==> config.mk <==
export PLATFORM = sky130hd
export DESIGN_NAME = dcache
export DESIGN_NICKNAME = d
export VERILOG_FILES = /design/src/hw/dcache_pkg.sv /design/src/hw/dcache_tag_store.sv /design/src/hw/dcache_data_array.sv /design/src/hw/dcache_miss_ctrl.sv /design/src/hw/dcache.sv
export SDC_FILE = /design/constraint.sdc
export NUM_CORES = 1
export LEC_CHECK = 0
export BUFFER_PORTS_ARGS = -buffer_cell sky130_fd_sc_hd__buf_2
export CAP_MARGIN = 10
export CORE_MARGIN = 2
export CORE_UTILIZATION = 30
export CTS_CLUSTER_DIAMETER = 120
export DETAILED_ROUTE_END_ITERATION = 10
export PLACE_DENSITY_LB_ADDON = 0.12
export SYNTH_ARGS = -nofsm -noshare
export SYNTH_HDL_FRONTEND = slang
export SYNTH_SLANG_ARGS = --single-unit
==> constraint.sdc <==
create_clock -name clk -period 13.57 [get_ports clk]
set_clock_uncertainty 0.1 [all_clocks]
set_input_delay 0 -clock clk [delete_from_list [all_inputs] [get_ports clk]]
set_output_delay 0 -clock clk [all_outputs]
set_load 0.1 [all_outputs]
==> src/hw/dcache_pkg.sv <==
// Geometry is fixed at 8 direct-mapped sets of 4 words, so resizing means editing the constants
package dcache_pkg;

    // --------------------
    // Geometry
    // --------------------
    localparam int word_w         = 32;
    localparam int words_per_line = 4;
    localparam int line_w         = word_w * words_per_line;  // 128 bits per line
    localparam int num_sets       = 8;

    // --------------------
    // Address split
    // --------------------
    // Processor addresses count words, not bytes
    localparam int proc_addr_w = 30;
    localparam int offset_w    = $clog2(words_per_line);  // Word within line
    localparam int index_w     = $clog2(num_sets);        // Set select
    localparam int tag_w       = proc_addr_w - offset_w - index_w;
    localparam int mem_addr_w  = proc_addr_w - offset_w;  // Memory counts whole lines

    // --------------------
    // Field types
    // --------------------
    typedef logic [word_w-1:0]      word_t;
    typedef logic [line_w-1:0]      line_t;
    typedef logic [proc_addr_w-1:0] proc_addr_t;
    typedef logic [mem_addr_w-1:0]  mem_addr_t;
    typedef logic [tag_w-1:0]       tag_t;
    typedef logic [index_w-1:0]     set_idx_t;
    typedef logic [offset_w-1:0]    word_off_t;

    // Miss handling states
    typedef enum logic [1:0] {
        st_idle       = 2'd0,  // Serving hits
        st_write_back = 2'd1,  // Dirty victim on its way out
        st_refill     = 2'd2   // Waiting for the requested line
    } cache_state_e;

endpackage

==> src/hw/dcache_tag_store.sv <==
// Valid and dirty clear on reset but tags hold garbage until a set is first filled
module dcache_tag_store (
    input  logic                  clk,
    input  logic                  rst_n,
    input  dcache_pkg::proc_addr_t proc_addr,
    input  logic                  fill,
    input  logic                  write_hit,
    output logic                  hit,
    output logic                  victim_dirty,
    output dcache_pkg::tag_t      victim_tag
);

    import dcache_pkg::*;

    set_idx_t            set;
    tag_t                req_tag;
    logic [num_sets-1:0] valid;
    logic [num_sets-1:0] dirty;
    tag_t                tags [num_sets];

    // --------------------
    // Address split
    // --------------------
    assign set     = proc_addr[offset_w +: index_w];
    assign req_tag = proc_addr[proc_addr_w-1 -: tag_w];

    // --------------------
    // Lookup
    // --------------------
    assign hit          = valid[set] && (tags[set] == req_tag);
    assign victim_dirty = dirty[set];  // Only ever set on a valid line
    assign victim_tag   = tags[set];

    // --------------------
    // State bits
    // --------------------
    always_ff @(posedge clk) begin
        if (!rst_n) begin
            valid <= '0;
            dirty <= '0;
        end else if (fill) begin
            // Refilled line always starts clean
            valid[set] <= 1'b1;
            dirty[set] <= 1'b0;
        end else if (write_hit) begin
            dirty[set] <= 1'b1;
        end
    end

    // Tag only changes when a new line arrives
    always_ff @(posedge clk) begin
        if (fill) begin
            tags[set] <= req_tag;
        end
    end

endmodule

==> src/hw/dcache_data_array.sv <==
// Line contents are undefined after reset, the tag store valid bits keep them from being used
module dcache_data_array (
    input  logic                   clk,
    input  dcache_pkg::proc_addr_t proc_addr,
    input  dcache_pkg::word_t      proc_wdata,
    input  logic                   write_hit,
    input  logic                   fill,
    input  dcache_pkg::line_t      mem_rdata,
    output dcache_pkg::word_t      proc_rdata,
    output dcache_pkg::line_t      victim_line
);

    import dcache_pkg::*;

    set_idx_t  set;
    word_off_t off;
    line_t     lines [num_sets];

    assign set = proc_addr[offset_w +: index_w];
    assign off = proc_addr[offset_w-1:0];

    // --------------------
    // Write port
    // --------------------
    always_ff @(posedge clk) begin
        if (fill) begin
            lines[set] <= mem_rdata;  // Whole line from memory
        end else if (write_hit) begin
            lines[set][off*word_w +: word_w] <= proc_wdata;
        end
    end

    // --------------------
    // Read ports
    // --------------------
    // Word for the processor, no added cycle on a hit
    assign proc_rdata = lines[set][off*word_w +: word_w];

    // Full line of the addressed set, sent out on write-back
    assign victim_line = lines[set];

endmodule

==> src/hw/dcache_miss_ctrl.sv <==
// Processor must hold its request while stalled, and memory must answer with one-cycle mem_ready
module dcache_miss_ctrl (
    input  logic                   clk,
    input  logic                   rst_n,
    input  logic                   proc_read,
    input  logic                   proc_write,
    input  dcache_pkg::proc_addr_t proc_addr,
    input  logic                   hit,
    input  logic                   victim_dirty,
    input  dcache_pkg::tag_t       victim_tag,
    input  dcache_pkg::line_t      victim_line,
    input  logic                   mem_ready,
    output logic                   proc_stall,
    output logic                   mem_read,
    output logic                   mem_write,
    output dcache_pkg::mem_addr_t  mem_addr,
    output dcache_pkg::line_t      mem_wdata,
    output logic                   write_hit,
    output logic                   fill
);

    import dcache_pkg::*;

    cache_state_e state;
    cache_state_e state_next;
    set_idx_t     set;
    mem_addr_t    req_line;
    logic         start_wb;    // Miss on a dirty set
    logic         start_rd;    // Refill request goes out next cycle

    assign set      = proc_addr[offset_w +: index_w];
    assign req_line = proc_addr[proc_addr_w-1:offset_w];

    // --------------------
    // Processor side
    // --------------------
    // Any request that misses holds the processor
    assign proc_stall = (proc_read || proc_write) && !hit;
    assign write_hit  = proc_write && hit;

    // Line lands in the array at the edge closing the ready cycle
    assign fill = (state == st_refill) && mem_ready;

    // --------------------
    // Next state
    // --------------------
    always_comb begin
        state_next = state;
        start_wb   = 1'b0;
        start_rd   = 1'b0;
        case (state)
            st_idle: begin
                if (proc_stall) begin
                    if (victim_dirty) begin
                        start_wb   = 1'b1;
                        state_next = st_write_back;
                    end else begin
                        start_rd   = 1'b1;
                        state_next = st_refill;
                    end
                end
            end
            st_write_back: begin
                if (mem_ready) begin
                    start_rd   = 1'b1;  // Victim accepted, fetch the new line
                    state_next = st_refill;
                end
            end
            st_refill: begin
                if (mem_ready) begin
                    state_next = st_idle;
                end
            end
            default: state_next = st_idle;
        endcase
    end

    // --------------------
    // Control registers
    // --------------------
    always_ff @(posedge clk) begin
        if (!rst_n) begin
            state     <= st_idle;
            mem_read  <= 1'b0;
            mem_write <= 1'b0;
        end else begin
            state     <= state_next;
            mem_write <= (state_next == st_write_back);
            mem_read  <= (state_next == st_refill);
        end
    end

    // Request payload, held steady until the next request starts
    always_ff @(posedge clk) begin
        if (start_wb) begin
            mem_addr  <= {victim_tag, set};  // Victim line address
            mem_wdata <= victim_line;
        end else if (start_rd) begin
            mem_addr <= req_line;
        end
    end

endmodule

==> src/hw/dcache.sv <==
// Direct-mapped write-back data cache, one outstanding miss at a time and no byte enables
module dcache (
    input  logic                   clk,
    input  logic                   rst_n,
    // Processor port
    input  logic                   proc_read,
    input  logic                   proc_write,
    input  dcache_pkg::proc_addr_t proc_addr,
    input  dcache_pkg::word_t      proc_wdata,
    output dcache_pkg::word_t      proc_rdata,
    output logic                   proc_stall,
    // Memory port
    output logic                   mem_read,
    output logic                   mem_write,
    output dcache_pkg::mem_addr_t  mem_addr,
    output dcache_pkg::line_t      mem_wdata,
    input  dcache_pkg::line_t      mem_rdata,
    input  logic                   mem_ready
);

    import dcache_pkg::*;

    // --------------------
    // Internal wires
    // --------------------
    logic  hit;
    logic  victim_dirty;
    tag_t  victim_tag;
    line_t victim_line;
    logic  write_hit;
    logic  fill;

    dcache_tag_store u_tag_store (
        .clk          (clk),
        .rst_n        (rst_n),
        .proc_addr    (proc_addr),
        .fill         (fill),
        .write_hit    (write_hit),
        .hit          (hit),
        .victim_dirty (victim_dirty),
        .victim_tag   (victim_tag)
    );

    dcache_data_array u_data_array (
        .clk         (clk),
        .proc_addr   (proc_addr),
        .proc_wdata  (proc_wdata),
        .write_hit   (write_hit),
        .fill        (fill),
        .mem_rdata   (mem_rdata),
        .proc_rdata  (proc_rdata),
        .victim_line (victim_line)
    );

    dcache_miss_ctrl u_miss_ctrl (
        .clk          (clk),
        .rst_n        (rst_n),
        .proc_read    (proc_read),
        .proc_write   (proc_write),
        .proc_addr    (proc_addr),
        .hit          (hit),
        .victim_dirty (victim_dirty),
        .victim_tag   (victim_tag),
        .victim_line  (victim_line),
        .mem_ready    (mem_ready),
        .proc_stall   (proc_stall),
        .mem_read     (mem_read),
        .mem_write    (mem_write),
        .mem_addr     (mem_addr),
        .mem_wdata    (mem_wdata),
        .write_hit    (write_hit),
        .fill         (fill)
    );

endmodule

# == Word level (Yosys, flattened, before mapping) ==
# Memories as Yosys holds them, arrays and structs flattened.
# Cells that the tools add are included.
# totals
mem_bits_ro,0
elab_cells,317
mem_count,2
latchBits,0
register_bits,176
ramBits,1224
out_inout_bits,191
# memory_table
name,depth,width,read_ports,rd_clocked_by_memory_dff,write_ports,line,text
u_data_array.lines,8,128,1,0,1,dcache_data_array.sv:17,line_t lines [num_sets];
u_tag_store.tags,8,25,1,0,1,dcache_tag_store.sv:19,tag_t tags [num_sets];
# classes
bitwise,132
n_div,0
eq_ne,5
shifts,3
n_mul,0
n_addsub,1
n_mux,155
n_lt_le_gt_ge,2
n_reduce_logical,10
# ops
cell,n
1-bit 2-to-1 mux,141
128-bit 2-to-1 mux,1
1-bit OR,128
"32-bit by 34-bit variable shift with 128-bit output, first input constant",1
128-bit by 8-bit indexed part select with 32-bit output,1
32-bit by 34-bit indexed part select with 128-bit output,1
28-bit 2-to-1 mux,2
7-bit negator with 34-bit output,1
25-bit == test,1
8-bit 2-to-1 mux,2
8-bit OR,2
8-bit bitwise AND,1
2-bit 2-to-1 mux,4
8-bit inverter,1
1-bit binary-select mux with 3-bit select,2
2-bit case mux with 3 select lines,1
1-bit logical AND,5
"2-bit by 1-bit == test with 1-bit output, second input constant",2
"2-bit == test, second input constant",2
"3-bit by 4-bit < comparator with 1-bit output, second input constant",1
2-bit nonzero test,2
1-bit demux with 3-bit select,1
"3-bit by 1-bit greater-or-equal comparator with 1-bit output, second input constant",1
2-bit zero test,1
3 further kinds,3

# == Longest topological paths before layout ==
# depth
ltp_word,9
mapped_depth,14
depth_no_buf,8

# == Cells and area by module ==
# A second synthesis with hierarchy kept.
# unflattened
cells_unflattened,3040
hier_area_um2,55139.1
# by_module_without_submodules
mod,cells_per_inst,area_per_inst_um2,instances
dcache_data_array,2351,41212.0,1
dcache_tag_store,485,8658.3,1
dcache_miss_ctrl,204,5268.8,1

# == Least setup slack after synthesis ==
# No wires, ideal clock.
# synth_timing
path_type,input-to-reg
start,in proc_addr[3]
end,mem u_data_array.lines[0][0] (netlist name) (enable)
required_time_ps,13038
arrival_time_ps,3875
path_stages,9
setup_slack_ps,9164
n_path_buf,2
setup_time_ps,432
cell_sequence,buf_6 -> buf_2 -> mux4_2 -> a21oi_1 -> xnor2_1 -> nand4_1 -> nor4_2 -> nand3_1 -> a21oi_1
# synth_between
elab_chain_cells,8
elab_cells_between_ends,10
classes_between,eq/ne: 1; mux: 5; bitwise: 1; reduce/logical: 2; memory: 1
# synth_lines
item,line,text
"start, declared",dcache.sv:8,"input dcache_pkg::proc_addr_t proc_addr,"
memory 8 x 25 bit / 1-bit binary-select mux with 3-bit select (equally long branches),-,
25-bit == test / 1-bit 2-to-1 mux (equally long branches),dcache_tag_store.sv:30,assign hit = valid[set] && (tags[set] == req_tag);
1-bit logical AND,dcache_tag_store.sv:30,
1-bit logical AND,dcache_miss_ctrl.sv:39,assign write_hit = proc_write && hit;
1-bit 2-to-1 mux,dcache_data_array.sv:28,end else if (write_hit) begin
1-bit 2-to-1 mux,dcache_data_array.sv:26,if (fill) begin
128-bit 2-to-1 mux (not written as such),dcache_data_array.sv:29,lines[set][off*word_w +: word_w] <= proc_wdata;
1-bit OR (no line),-,
"end, declared",dcache_data_array.sv:17,
# Parallel ways exist; a longest one is shown, timed or not. The select of a mux whose other input is x is not followed.

# == Worst setup path after layout ==
# layout_timing
start,in proc_addr[4]
end,out proc_rdata[1]
# layout_between
elab_chain_cells,2
# layout_lines
item,line,text
memory 8 x 128 bit,-,
128-bit by 8-bit indexed part select with 32-bit output,dcache_data_array.sv:37,assign proc_rdata = lines[set][off*word_w +: word_w];
"end, declared",dcache.sv:10,"output dcache_pkg::word_t proc_rdata,"
# No other way between the ends.

==> out/qor_table.md <==
| Parameter | Reported |
| --- | --- |
| Post-cts sizing count | 0 |
| Number of nets in the layout | 3973 |
| Clock period minus worst slack | 6.48 ns |
| Source of the worst register-to-register timing path | u_tag_store.tags[7][12] |
| Count of buffers from port buffering | 385 |
| Aggregate negative setup slack | 0 ns |
| Clk_lat worst skew | 0.81 ns |
| Largest net degree at the start of global routing | 99 |
| Worst IR drop on VDD | 0.000141 V |
| Number of unique standard cell types used by synthesis | 48 |
| DRC | 0 |
| Detailed Place HPWL | 126000 um |
| Maximum clock rate | 154 MHz |
| Initial antenna violation count | 9 |
| Number of cells produced by synthesis | 3068 |
| Clock root buffer master | sky130_fd_sc_hd__clkbuf_16 |
| Fraction of the cycle the final worst path needs | 47.8% |
| Internal reg-to-reg setup slack | 8.03 ns |
| Type of the most critical hold path | in -> reg |
| Clk sink count | 1400 |
| Leading cell types by total area after synthesis | sky130_fd_sc_hd__edfxtp_1 77%, sky130_fd_sc_hd__mux2i_1 4.2%, sky130_fd_sc_hd__a22oi_1 3.7% |
| Dominant combinational cell family by area after synthesis | compound AO/OA/AOI/OAI gates |
| Critical Path RT | 13.47 ns |
| Post-Synth Simple-Gate Area | 3.17% |
| Number of setup violations in the final report | 0 |
| Placeable core area | 179000 um2 |
| First-pass GRT wire length | 280000 um |
| Arrival time at the worst endpoint | 6.38 ns |
| Layout overhead on the synthesized area | 23.6% |
| Via count | 32437 |
| Chip Width | 428 um |
| Total count of max-transition violations in the final report | 0 |
| Cell type with the highest aggregate area in the netlist | sky130_fd_sc_hd__edfxtp_1 |
| Yosys warnings | 0 |
| Parity-gate share of the synthesized area counting xor and xnor cells | 0.389% |
| Max-capacitance violation count | 0 |
| Clock tree from TritonCTS | done |
| Count of hold buffers inserted by post-cts repair | 251 |
| Setup repair after global routing missed its margin | false |
| Clock slew at reported path FFs | 0.05 ns |
| Total global-route track usage | 22.1% |
| Post-synthesis sequential area ratio | 77.5% |
| Compound-cell area share of the yosys netlist | 8.06% |
| Detail Route Antenna Nets | 0 |
| Detailed router's first-iteration violation count | 3278 |
| Fraction of synthesized cell area taken by the top area cell type | 76.7% |
| Static leakage | 22.1 nW |
| Area of the mapped netlist | 54000 um2 |
| Number of nets in the synthesized netlist | 3268 |
| Setup crit start | proc_addr[4] |
| Floorplan row count | 155 |
| DIE HEIGHT | 428 um |
| Worst Hold Margin | 0.0536 ns |
| Number of search-and-repair iterations in the first detailed-routing pass | 7 |
| Async set-reset flop share out of synthesis | 0% |
| Final Hold Viols | 0 |
| Register bit count reported by yosys | 1400 |
| Startpoint class of the critical path | input port |
| Endpoint type of the worst setup path | output port |
| Max Fanout on Critical Path | 78 |
| Number of enable-type register cells in the synthesized netlist | 1380 |
| Effective utilization at floorplan | 30.2% |
| Avg Vias per Cell | 5.18 |
| Multiplexer area fraction after synthesis | 8.04% |
| Adder-cell share of the synthesized area | 0.116% |
| Total overflow reported by the global router | 0 |
| Buffer levels on the longest clock path | 3 |
| Number of global-route vias before repair | 31991 |
| Fraction of final layout cells with drive strength greater than 1 | 22.4% |
| H-tree levels | 4 |
| Placer congestion estimate | 0.770 |
| Measured slew at the worst slew-check pin | 1.22 ns |
| Mean post-synth cell area | 17.6 um2 |
| Startpoint of the lowest-slack hold path | proc_addr[29] |
| Power per standard cell area | 147 nW/um2 |
| Final wirelength | 207000 um |
| Status | finished, final reports clean |
| Relative slew margins | 16.4% |
| Average routed wire per standard cell | 33.0 um |
| Number of buffers inserted by post-CTS setup repair | 0 |
| Die area | 183000 um2 |
| Count of boundary I/O pins | 386 |
| Clock buffer count from CTS | 156 |
| Top flip-flop cell by instance count after synthesis | sky130_fd_sc_hd__edfxtp_1 |
| Worst setup path category | in -> out |
[cell usage after synthesis (27+ instances only)]
cell	number
sky130_fd_sc_hd__edfxtp_1	1380
sky130_fd_sc_hd__a22oi_1	265
sky130_fd_sc_hd__mux2i_1	229
sky130_fd_sc_hd__nand2_1	183
sky130_fd_sc_hd__inv_1	154
sky130_fd_sc_hd__clkbuf_1	112
sky130_fd_sc_hd__a21oi_1	92
sky130_fd_sc_hd__a221oi_1	81
sky130_fd_sc_hd__mux4_2	70
sky130_fd_sc_hd__nand3_1	59
sky130_fd_sc_hd__a22o_1	58
sky130_fd_sc_hd__nor2_1	55
sky130_fd_sc_hd__nand4_1	45
sky130_fd_sc_hd__mux2_2	40
sky130_fd_sc_hd__buf_1	30
sky130_fd_sc_hd__o21ai_0	27
[cell usage in the layout, fill, tap and decap left out, types with 4 or more instances in the layout]
| cell type | n |
|---|---|
| sky130_fd_sc_hd__diode_2 | 5 |
| sky130_fd_sc_hd__a22oi_1 | 265 |
| sky130_fd_sc_hd__mux2_2 | 40 |
| sky130_fd_sc_hd__o22ai_1 | 5 |
| sky130_fd_sc_hd__buf_2 | 382 |
| sky130_fd_sc_hd__a21oi_4 | 33 |
| sky130_fd_sc_hd__edfxtp_1 | 1380 |
| sky130_fd_sc_hd__o21ai_0 | 26 |
| sky130_fd_sc_hd__inv_1 | 152 |
| sky130_fd_sc_hd__o221ai_1 | 7 |
| sky130_fd_sc_hd__nand2_1 | 183 |
| sky130_fd_sc_hd__o21a_1 | 10 |
| sky130_fd_sc_hd__a221oi_1 | 81 |
| sky130_fd_sc_hd__dlygate4sd3_1 | 251 |
| sky130_fd_sc_hd__a222oi_1 | 15 |
| sky130_fd_sc_hd__clkbuf_1 | 37 |
| sky130_fd_sc_hd__mux2i_1 | 229 |
| sky130_fd_sc_hd__nand4_1 | 45 |
| sky130_fd_sc_hd__clkinv_2 | 25 |
| sky130_fd_sc_hd__bufinv_16 | 10 |
| sky130_fd_sc_hd__a21oi_1 | 59 |
| sky130_fd_sc_hd__a22o_1 | 58 |
| sky130_fd_sc_hd__nor2_1 | 37 |
| sky130_fd_sc_hd__and2_1 | 4 |
| sky130_fd_sc_hd__buf_4 | 92 |
| sky130_fd_sc_hd__xnor2_1 | 23 |
| sky130_fd_sc_hd__clkbuf_16 | 160 |
| sky130_fd_sc_hd__ha_1 | 5 |
| sky130_fd_sc_hd__nor2_4 | 16 |
| sky130_fd_sc_hd__clkinv_1 | 32 |
| sky130_fd_sc_hd__dfxtp_1 | 20 |
| sky130_fd_sc_hd__and3_1 | 4 |
| sky130_fd_sc_hd__clkinvlp_4 | 5 |
| sky130_fd_sc_hd__and3_4 | 4 |
| sky130_fd_sc_hd__clkinv_8 | 5 |
| sky130_fd_sc_hd__nand3_1 | 59 |
| sky130_fd_sc_hd__a221o_1 | 18 |
| sky130_fd_sc_hd__mux4_2 | 70 |
[registers in the layout (all words and copies together), names as in the netlist, named ones only]
signal / flops
u_tag_store.tags: 200
u_miss_ctrl.mem_addr: 28
u_tag_store.valid: 8
u_miss_ctrl.mem_write: 1
u_miss_ctrl.state: 2
u_miss_ctrl.mem_wdata: 128
u_miss_ctrl.mem_read: 1
u_data_array.lines: 1024
[final cells by class]
type                       count  area [um2]
fill                       16643      112000
sequential                  1400       41800
multi-input combinational   1330       11200
timing repair buffer         730        5200
clock buffer                 199        4170
tap                         2355        2950
clock inverter                84         759
inverter                     155         582
antenna                        5        12.5
[through the flow]
step / instances / worst slack (ns) / instance area (um2) / util, % / power (mW)
global route: 6253 / 6.87 / 66700 / 37.4 / 10.1
finish: 6258 / 7.09 / 66700 / 37.4 / 9.84
floorplan: 3068 / 9.16 / 54000 / - / 5.37
global placement: 5718 / 7.19 / 59300 / 33.2 / 5.72
detailed placement: 5719 / 7.17 / 59300 / 33.2 / 5.72
CTS: 6253 / 6.97 / 66700 / 37.4 / 9.93
[cell families after synthesis]
kind of cell,Yosys count
AND/OR/NAND/NOR,376
adder cells (fa/ha/maj),5
AO/OA/AOI/OAI,584
multiplexers,341
buffers and inverters,338
flip-flops,1400
XOR/XNOR,24
[metal layers]
metal	vias to the layer above	GRT usage [%]	share of wire, %
met2	1104	37.4	50
li1	13729	-	-
met4	0	5.49	2.2
met5	-	0	0
met3	211	3.27	5.1
met1	17393	29.7	43
[worst paths after layout]
check | cells past startpoint | end
min reg2reg | 2 | flop
max | 11 | proc_rdata[1]
max reg2reg | 10 | u_data_array.lines[3][111]
min | 2 | u_tag_store.tags[7][24]
[worst max-delay path, stage by stage]
cell and delay, ns:
sky130_fd_sc_hd__dlygate4sd3_1 0.54, sky130_fd_sc_hd__clkbuf_8 0.66, sky130_fd_sc_hd__buf_4 0.76, sky130_fd_sc_hd__inv_1 0.64, sky130_fd_sc_hd__nor2_4 0.58, sky130_fd_sc_hd__buf_4 0.82
sky130_fd_sc_hd__buf_4 0.68, sky130_fd_sc_hd__a221oi_1 0.20, sky130_fd_sc_hd__o21ai_0 0.44, sky130_fd_sc_hd__mux4_2 0.42, sky130_fd_sc_hd__buf_2 0.43
[where the power goes]
group / total, mW / leakage (nW) / switching, mW / internal (mW)
Sequential: 4.84 / 12.6 / 0.0137 / 4.82
Combinational: 0.846 / 7.01 / 0.626 / 0.219
Clock: 4.16 / 2.40 / 1.79 / 2.37
Note: power is estimated with default switching activity, not from simulation.
